**src/hdl/ravenoc_cfg.svh**
```systemverilog
`ifndef RAVENOC_CFG_SVH
`define RAVENOC_CFG_SVH

// Mesh dimensions in routers
// These set the width of the destination coordinate fields in a head flit
`define RAVENOC_NOC_X 4
`define RAVENOC_NOC_Y 4

// Depth of the buffer at every input port, counted in flits
`define RAVENOC_FIFO_DEPTH 4

// Width of the data word carried by one flit
// The head view splits this word into coordinates and a head payload
`define RAVENOC_DATA_W 32

// A flit is the data word plus two bits of flit type
// Changing the data width therefore changes the flit width by the same amount

// All routers of one mesh share these values

`endif

```
**src/hdl/ravenoc_pkg.sv**
```systemverilog
`include "ravenoc_cfg.svh"

package ravenoc_pkg;

  localparam int X_W       = $clog2(`RAVENOC_NOC_X);
  localparam int Y_W       = $clog2(`RAVENOC_NOC_Y);
  localparam int HEAD_PL_W = `RAVENOC_DATA_W - X_W - Y_W;

  // Port numbering used for every five-entry array in the router
  typedef enum logic [2:0] {
    NORTH_PORT = 3'd0,
    SOUTH_PORT = 3'd1,
    WEST_PORT  = 3'd2,
    EAST_PORT  = 3'd3,
    LOCAL_PORT = 3'd4
  } router_port_t;

  typedef enum logic [1:0] {
    HEAD_FLIT,
    BODY_FLIT,
    TAIL_FLIT,
    HEAD_TAIL_FLIT
  } flit_type_t;

  typedef struct packed {
    logic [X_W-1:0]       x_dest;
    logic [Y_W-1:0]       y_dest;
    logic [HEAD_PL_W-1:0] payload;
  } s_head_t;

  // The same word is a head or plain payload depending on the flit type
  typedef union packed {
    s_head_t                   head;
    logic [`RAVENOC_DATA_W-1:0] body;
  } u_flit_data_t;

  typedef struct packed {
    flit_type_t   flit_type;
    u_flit_data_t data;
  } s_flit_t;

  typedef struct packed {
    logic north_req;
    logic south_req;
    logic west_req;
    logic east_req;
    logic local_req;
  } s_router_ports_t;

  // Picks the request bit of one output port out of a route
  function automatic logic route_bit(s_router_ports_t route, router_port_t port);
    case (port)
      NORTH_PORT: return route.north_req;
      SOUTH_PORT: return route.south_req;
      WEST_PORT:  return route.west_req;
      EAST_PORT:  return route.east_req;
      default:    return route.local_req;
    endcase
  endfunction

endpackage

```
**src/hdl/router_if.sv**
```systemverilog
`timescale 1ns/1ps

// Link between one input module and the output side of the router
interface router_if import ravenoc_pkg::*; ();

  logic            valid;
  s_flit_t         flit;
  s_router_ports_t route;
  logic            ready;

  modport send_flit (
    output valid,
    output flit,
    output route,
    input  ready
  );

  // Output modules only read the link
  // Ready is formed at the top level
  modport recv_flit (
    input valid,
    input flit,
    input route
  );

endinterface

```
**src/hdl/input_module.sv**
```systemverilog
`timescale 1ns/1ps
`include "ravenoc_cfg.svh"

module input_module import ravenoc_pkg::*; #(
  parameter int ROUTER_X_ID = 0,
  parameter int ROUTER_Y_ID = 0
) (
  input  logic        clk,
  input  logic        rst_n_i,
  input  logic        in_valid_i,
  output logic        in_ready_o,
  input  s_flit_t     in_flit_i,
  router_if.send_flit fout
);

  localparam int DEPTH = `RAVENOC_FIFO_DEPTH;
  localparam int PTR_W = (DEPTH > 1) ? $clog2(DEPTH) : 1;
  localparam int CNT_W = $clog2(DEPTH + 1);

  s_flit_t          mem [DEPTH];
  logic [PTR_W-1:0] wr_ptr;
  logic [PTR_W-1:0] rd_ptr;
  logic [CNT_W-1:0] count;
  logic             push;
  logic             pop;
  s_flit_t          head_flit;
  logic             is_head;
  logic             is_last;
  s_router_ports_t  route_calc;
  s_router_ports_t  route_q;
  logic             route_hold_q;

  assign in_ready_o = (count != CNT_W'(DEPTH));
  assign push       = in_valid_i && in_ready_o;
  assign pop        = fout.valid && fout.ready;

  assign head_flit = mem[rd_ptr];
  assign is_head   = head_flit.flit_type inside {HEAD_FLIT, HEAD_TAIL_FLIT};
  assign is_last   = head_flit.flit_type inside {TAIL_FLIT, HEAD_TAIL_FLIT};

  always_ff @(posedge clk) begin
    if (push) begin
      mem[wr_ptr] <= in_flit_i;
    end
  end

  always_ff @(posedge clk or negedge rst_n_i) begin
    if (!rst_n_i) begin
      wr_ptr <= '0;
      rd_ptr <= '0;
      count  <= '0;
    end else begin
      if (push) begin
        wr_ptr <= (wr_ptr == PTR_W'(DEPTH - 1)) ? '0 : wr_ptr + 1'b1;
      end
      if (pop) begin
        rd_ptr <= (rd_ptr == PTR_W'(DEPTH - 1)) ? '0 : rd_ptr + 1'b1;
      end
      case ({push, pop})
        2'b10:   count <= count + 1'b1;
        2'b01:   count <= count - 1'b1;
        default: count <= count;
      endcase
    end
  end

  // XY routing resolves the X offset first
  always_comb begin : xy_route
    route_calc = '0;
    if (int'(head_flit.data.head.x_dest) > ROUTER_X_ID) begin
      route_calc.east_req = 1'b1;
    end else if (int'(head_flit.data.head.x_dest) < ROUTER_X_ID) begin
      route_calc.west_req = 1'b1;
    end else if (int'(head_flit.data.head.y_dest) > ROUTER_Y_ID) begin
      route_calc.north_req = 1'b1;
    end else if (int'(head_flit.data.head.y_dest) < ROUTER_Y_ID) begin
      route_calc.south_req = 1'b1;
    end else begin
      route_calc.local_req = 1'b1;
    end
  end

  // Body and tail flits carry no address, so the head's route is kept
  always_ff @(posedge clk or negedge rst_n_i) begin
    if (!rst_n_i) begin
      route_q      <= '0;
      route_hold_q <= 1'b0;
    end else if (pop && is_head && !is_last) begin
      route_q      <= route_calc;
      route_hold_q <= 1'b1;
    end else if (pop && is_last) begin
      route_hold_q <= 1'b0;
    end
  end

  assign fout.valid = (count != '0);
  assign fout.flit  = head_flit;
  assign fout.route = route_hold_q ? route_q :
                      (fout.valid && is_head) ? route_calc : '0;

endmodule

```
**src/hdl/output_module.sv**
```systemverilog
`timescale 1ns/1ps

module output_module import ravenoc_pkg::*; (
  input  logic        clk,
  input  logic        rst_n_i,
  router_if.recv_flit fin [5],
  input  logic [4:0]  req_i,
  output logic [4:0]  grant_o,
  output logic        out_valid_o,
  input  logic        out_ready_i,
  output s_flit_t     out_flit_o
);

  logic [4:0]          valid_in;
  s_flit_t [4:0]       flit_in;
  logic [4:0]          req_act;
  logic [4:0]          pick;
  logic                lock_q;
  logic [4:0]          owner_q;
  logic [2:0]          rr_ptr_q;
  logic [2:0]          grant_idx;
  logic [2:0]          next_ptr;
  s_flit_t             sel_flit;
  logic                sel_valid;
  logic                stage_ready;
  logic                xfer;

  for (genvar g = 0; g < 5; g++) begin : g_fin
    assign valid_in[g] = fin[g].valid;
    assign flit_in[g]  = fin[g].flit;
  end

  assign req_act = req_i & valid_in;

  // Search starts at the input after the one that last finished a packet
  always_comb begin : rr_pick
    int  idx;
    logic found;
    pick  = '0;
    found = 1'b0;
    for (int k = 0; k < 5; k++) begin
      idx = int'(rr_ptr_q) + k;
      if (idx >= 5) begin
        idx = idx - 5;
      end
      if (!found && req_act[idx]) begin
        pick[idx] = 1'b1;
        found     = 1'b1;
      end
    end
  end

  // A locked output keeps serving one input until its tail has passed
  assign grant_o = lock_q ? owner_q : pick;

  always_comb begin : grant_mux
    sel_flit  = '0;
    grant_idx = '0;
    for (int g = 0; g < 5; g++) begin
      if (grant_o[g]) begin
        sel_flit  = flit_in[g];
        grant_idx = 3'(g);
      end
    end
  end

  assign sel_valid   = |(grant_o & valid_in);
  assign stage_ready = !out_valid_o || out_ready_i;
  assign xfer        = sel_valid && stage_ready;
  assign next_ptr    = (grant_idx == 3'd4) ? 3'd0 : grant_idx + 3'd1;

  always_ff @(posedge clk or negedge rst_n_i) begin
    if (!rst_n_i) begin
      lock_q      <= 1'b0;
      owner_q     <= '0;
      rr_ptr_q    <= '0;
      out_valid_o <= 1'b0;
    end else begin
      if (stage_ready) begin
        out_valid_o <= xfer;
      end
      if (xfer && sel_flit.flit_type == HEAD_FLIT) begin
        lock_q  <= 1'b1;
        owner_q <= grant_o;
      end else if (xfer && sel_flit.flit_type inside {TAIL_FLIT, HEAD_TAIL_FLIT}) begin
        lock_q   <= 1'b0;
        rr_ptr_q <= next_ptr;
      end
    end
  end

  always_ff @(posedge clk) begin
    if (xfer) begin
      out_flit_o <= sel_flit;
    end
  end

endmodule

```
**src/hdl/router_ravenoc.sv**
```systemverilog
`timescale 1ns/1ps

module router_ravenoc import ravenoc_pkg::*; #(
  parameter int ROUTER_X_ID = 0,
  parameter int ROUTER_Y_ID = 0
) (
  input  logic          clk,
  input  logic          rst_n_i,
  input  logic [4:0]    in_valid_i,
  output logic [4:0]    in_ready_o,
  input  s_flit_t [4:0] in_flit_i,
  output logic [4:0]    out_valid_o,
  input  logic [4:0]    out_ready_i,
  output s_flit_t [4:0] out_flit_o
);

  router_if in_if [5] ();

  s_router_ports_t [4:0] route_v;
  logic [4:0]            req_map [5];
  logic [4:0]            grant   [5];
  logic [4:0]            stage_rdy;
  logic [4:0]            in_rdy;

  for (genvar i = 0; i < 5; i++) begin : g_input
    input_module #(
      .ROUTER_X_ID (ROUTER_X_ID),
      .ROUTER_Y_ID (ROUTER_Y_ID)
    ) u_input_module (
      .clk        (clk),
      .rst_n_i    (rst_n_i),
      .in_valid_i (in_valid_i[i]),
      .in_ready_o (in_ready_o[i]),
      .in_flit_i  (in_flit_i[i]),
      .fout       (in_if[i])
    );
    assign route_v[i]     = in_if[i].route;
    assign in_if[i].ready = in_rdy[i];
  end

  for (genvar o = 0; o < 5; o++) begin : g_output
    output_module u_output_module (
      .clk         (clk),
      .rst_n_i     (rst_n_i),
      .fin         (in_if),
      .req_i       (req_map[o]),
      .grant_o     (grant[o]),
      .out_valid_o (out_valid_o[o]),
      .out_ready_i (out_ready_i[o]),
      .out_flit_o  (out_flit_o[o])
    );
    assign stage_rdy[o] = !out_valid_o[o] || out_ready_i[o];
  end

  // Each output sees one column of the route matrix, indexed by input port
  always_comb begin : route_map
    for (int o = 0; o < 5; o++) begin
      for (int i = 0; i < 5; i++) begin
        req_map[o][i] = route_bit(route_v[i], router_port_t'(o));
      end
    end
  end

  // An input moves a flit only through the output that granted it
  always_comb begin : ready_map
    in_rdy = '0;
    for (int o = 0; o < 5; o++) begin
      in_rdy = in_rdy | (grant[o] & {5{stage_rdy[o]}});
    end
  end

endmodule

```
**config.mk**
```make
export PLATFORM = sky130hd
export DESIGN_NAME = router_ravenoc
export DESIGN_NICKNAME = d
export VERILOG_FILES = /design/src/hdl/ravenoc_pkg.sv /design/src/hdl/router_if.sv /design/src/hdl/input_module.sv /design/src/hdl/output_module.sv /design/src/hdl/router_ravenoc.sv
export VERILOG_INCLUDE_DIRS = /design/src /design/src/hdl
export SDC_FILE = /design/constraint.sdc
export NUM_CORES = 2
export LEC_CHECK = 0
export BUFFER_PORTS_ARGS = -buffer_cell sky130_fd_sc_hd__buf_2
export CORE_MARGIN = 2
export CORE_UTILIZATION = 45
export CTS_CLUSTER_DIAMETER = 60
export DETAILED_ROUTE_END_ITERATION = 10
export PLACE_DENSITY = 0.73
export RECOVER_POWER = 25
export SYNTH_ARGS = -nofsm -noshare
export SYNTH_HDL_FRONTEND = slang
export SYNTH_SLANG_ARGS = --single-unit
```
**constraint.sdc**
```tcl
create_clock -name clk -period 8 [get_ports clk]
set_input_delay 0.4 -clock clk [delete_from_list [all_inputs] [get_ports clk]]
set_output_delay 0.4 -clock clk [all_outputs]
set_load 0.05 [all_outputs]
```
==> results by group <==
GRT
  – M1 GR Usage: 0.377
  – Aggregate global routing overflow: 0
  – GRT met3 Usage: 0.0599
  – GRT busiest layer: met2
  – Vias in the first global route: 33178
  – Initial antenna violation count: 17
  – GRT Util Overall: 0.294
  – GR Util met2: 0.463
  – Largest net degree at the start of global routing: 72
  – First-pass GRT wire length: 229000 um

Timing
  – RSZ-0062 raised after global routing: false
  – Rel. slew slack: 0.110
  – Hold slack: 0.115 ns
  – Setup violators final: 0
  – Hold Fails Final Rpt: 0
  – Fin. max-slew vios: 0
  – Clock skew: 0.0467 ns
  – Min Clock Period, post-route: 6.96 ns
  – Setup TNS: 0 ns
  – Worst-Margin Slew: 1.32 ns
  – Period utilisation layout: 0.870
  – Peak Freq: 0.144 GHz

Floorplan
  – Row count: 118
  – Horiz. Die Dim: 326 um
  – Die Area: 106000 um^2
  – I/O Pins: 362
  – Die H: 326 um
  – Core ar.: 103000 um^2
  – Starting Density: 0.452

Setup path
  – Crit path kind: flop to flop
  – Signal arrival time at the worst endpoint: 7.55 ns
  – Slowest CP cell: ha_1
  – CP max stage delay: 0.84 ns
  – Worst endpoint required time: 8.59 ns
  – R2R Path Start: g_output[0].u_output_module.rr_ptr_q[1]
  – CP startpoint kind: flop
  – Worst setup EP type: flop
  – Worst path cell trace: inv_1 > ha_1 > ha_1 > inv_1 > a31oi_1 > nor2_1 > or4_1 > o22ai_1 > o31ai_2 > or4_1 > a32oi_4 > buf_4 > a21oi_1 > a221o_1 > a2bb2oi_2 > or3b_1 > mux2_4
  – Critical path fanouts, max: 43
  – Critical Path Start: g_output[0].u_output_module.rr_ptr_q[1]

Clocking
  – TritonCTS Sinks: 949
  – CTS tree: yes
  – Clock buffer depth: 3
  – Root Driver: clkbuf_16
  – CTS Buf Count: 95
  – Worst skew pair latency: 0.71 ns
  – H-tree Lvls: 3
  – Clk slew on worst S/H paths: 0.06 ns

Run
  – # Max-Cap Violations: 0

Yosys
  – Synth top area cells: edfxtp_1 (55%), mux4_2 (8.1%), dfrtp_1 (5.3%), nor2_1 (3.0%), ha_1 (2.8%)
  – Syn Area/Cell: 13.1 um^2
  – Netlist Area Pre-Place: 46700 um^2
  – Seq cells post-synth: 949
  – Seq/Total Area, Yosys: 0.599
  – Synth unique cells: 101
  – Compound-cell area share of the yosys netlist: 0.135
  – Synthesis warning total: 0
  – Post-synthesis simple-gate area fraction: 0.0997
  – Multiplexer area fraction after synthesis: 0.0978
  – Area share of fa/ha/maj cells after synthesis: 0.0315
  – EDFF count, synth: 850
  – Yosys top cell area share: 0.546
  – XOR/XNOR share of the synthesized area: 0.00693
  – Synth async-reset ratio: 0.104
  – Ys flop type: edfxtp_1
  – Synth Instances: 3565
  – Synth Net Count: 3860
  – Yosys top cell by area: edfxtp_1
  – Largest family of logic cells by synthesized area: compound AO/OA/AOI/OAI gates

Min path
  – Worst min path class: input pin to flop
  – Hold_sp: in_valid_i[4]

Route
  – Post-route ant nets: 0
  – Via-to-Cell Ratio: 6.38
  – Routed via count: 34892
  – Initial drt markers: 5574
  – DRC viols: 0
  – Post-Route WL: 160000 um
  – Routed length per instance: 29.2 um
  – Pre-antenna DRT Iters: 10

Cells and area
  – Area delta synth->final: 17.0%
  – Finished Layout Cells: 5470
  – Final-stage net count: 4300
  – Layout cells sized above 1: 0.180
  – Final instance area: 54700 um^2

Outcome
  – Run status: complete, no violations

Placement
  – Post-DP HPWL: 111000 um
  – Placed Cells: 5117
  – I/O Buffers: 361
  – GP Congestion: 0.978
  – Area post-placement: 50000 um^2
-- path summary, 6_finish.rpt --
path,end,slack [ns],cells after the start
setup / recovery,g_output[0].u_output_module.owner_q[2],1.04,17
hold / removal,g_input[4].u_input_module.wr_ptr[0],0.12,3
setup reg to reg,g_output[0].u_output_module.owner_q[2],1.04,17
hold reg to reg,g_output[1].u_output_module.owner_q[3],0.37,0
max in group asynchronous,g_input[1].u_input_module.rd_ptr[0],6.22,3
min in group asynchronous,g_input[2].u_input_module.wr_ptr[1],0.30,2
-- cells in the mapped netlist, drive strengths merged, types with 57 or more instances --
cell and count:
nand2 195, inv 87, dfrtp 99, o21ai 69
edfxtp 850, nor2 378, clkbuf 197, buf 61
mux4 169, ha 105, nor3 112, nand3 57
a221oi 77, a21oi 251
-- cells in the final DEF (no fill, tap or decap), drive strengths merged, types with 40 or more instances in the layout --
cell         count
a21oi          251
a221oi          77
a22oi           56
a31oi           53
buf            298
clkbuf         250
dfrtp           99
dlygate4sd3    171
edfxtp         850
ha             105
inv             98
mux2            44
mux4           169
nand2          195
nand2b          40
nand3           57
nor2           378
nor2b           45
nor3           112
o21a            46
o21ai           69
-- stage by stage --
stage	setup slack, ns	util
finish	1.04	0.529
global placement	1.30	0.483
detailed placement	1.24	0.483
global route	0.703	0.529
CTS	1.20	0.531
floorplan	1.18	-
-- critical path, delay by kind of cell (launching register included) --
family,cells,cell delay [ns]
AOI/OAI and AO/OA,7,2.10
adders and majority gates,2,1.21
buffers and inverters,3,1.15
DFF,1,0.62
muxes,1,0.33
and+or+nand+nor,4,1.43
-- cell type report --
type	instances	area (um^2)
Inverter	91	342
Tap cell	1380	1730
Clock inverter	59	714
Multi-Input combinational cell	2267	17500
Fill cell	8505	48700
Timing Repair Buffer	601	3870
Clock buffer	118	2470
Antenna cell	5	12.5
Sequential cell	949	28000
-- flip-flops by register name, summed over array words and instances (netlist names) --
register                              flops
g_input.u_input_module.mem              680
g_output.u_output_module.out_flit_o     170
g_output.u_output_module.owner_q         25
g_input.u_input_module.count             15
g_input.u_input_module.route_q           15
g_input.u_input_module.rd_ptr            10
g_input.u_input_module.wr_ptr            10
g_output.u_output_module.rr_ptr_q         9
g_input.u_input_module.route_hold_q       5
g_output.u_output_module.lock_q           5
g_output.u_output_module.out_valid_o      5
-- kinds of logic (layout without fill, tap and decap cells) --
family,count (synthesis),count (layout)
buffers and inverters,349,869
multiplexers,239,239
adder cells (fa/ha/maj),113,113
AO/OA/AOI/OAI,888,888
AND/OR/NAND/NOR,990,990
XOR/XNOR,37,37
other,0,5
flip-flops,949,949
-- layer usage --
metal / part of all wire / up-vias
li1: - / 14863
met1: 0.36 / 17066
met2: 0.46 / 2431
met3: 0.10 / 522
met4: 0.071 / 10
met5: 0.00033 / -
-- what timing repair did --
action	CTS	global route
resized for setup	0	0
hold buffers	171	0
buffers inserted	0	0
endpoints found under the hold margin	727	0
Power is left out: the tool's default activity adds up to more than one toggle a clock period on the data nets, which glitch-free logic cannot reach.
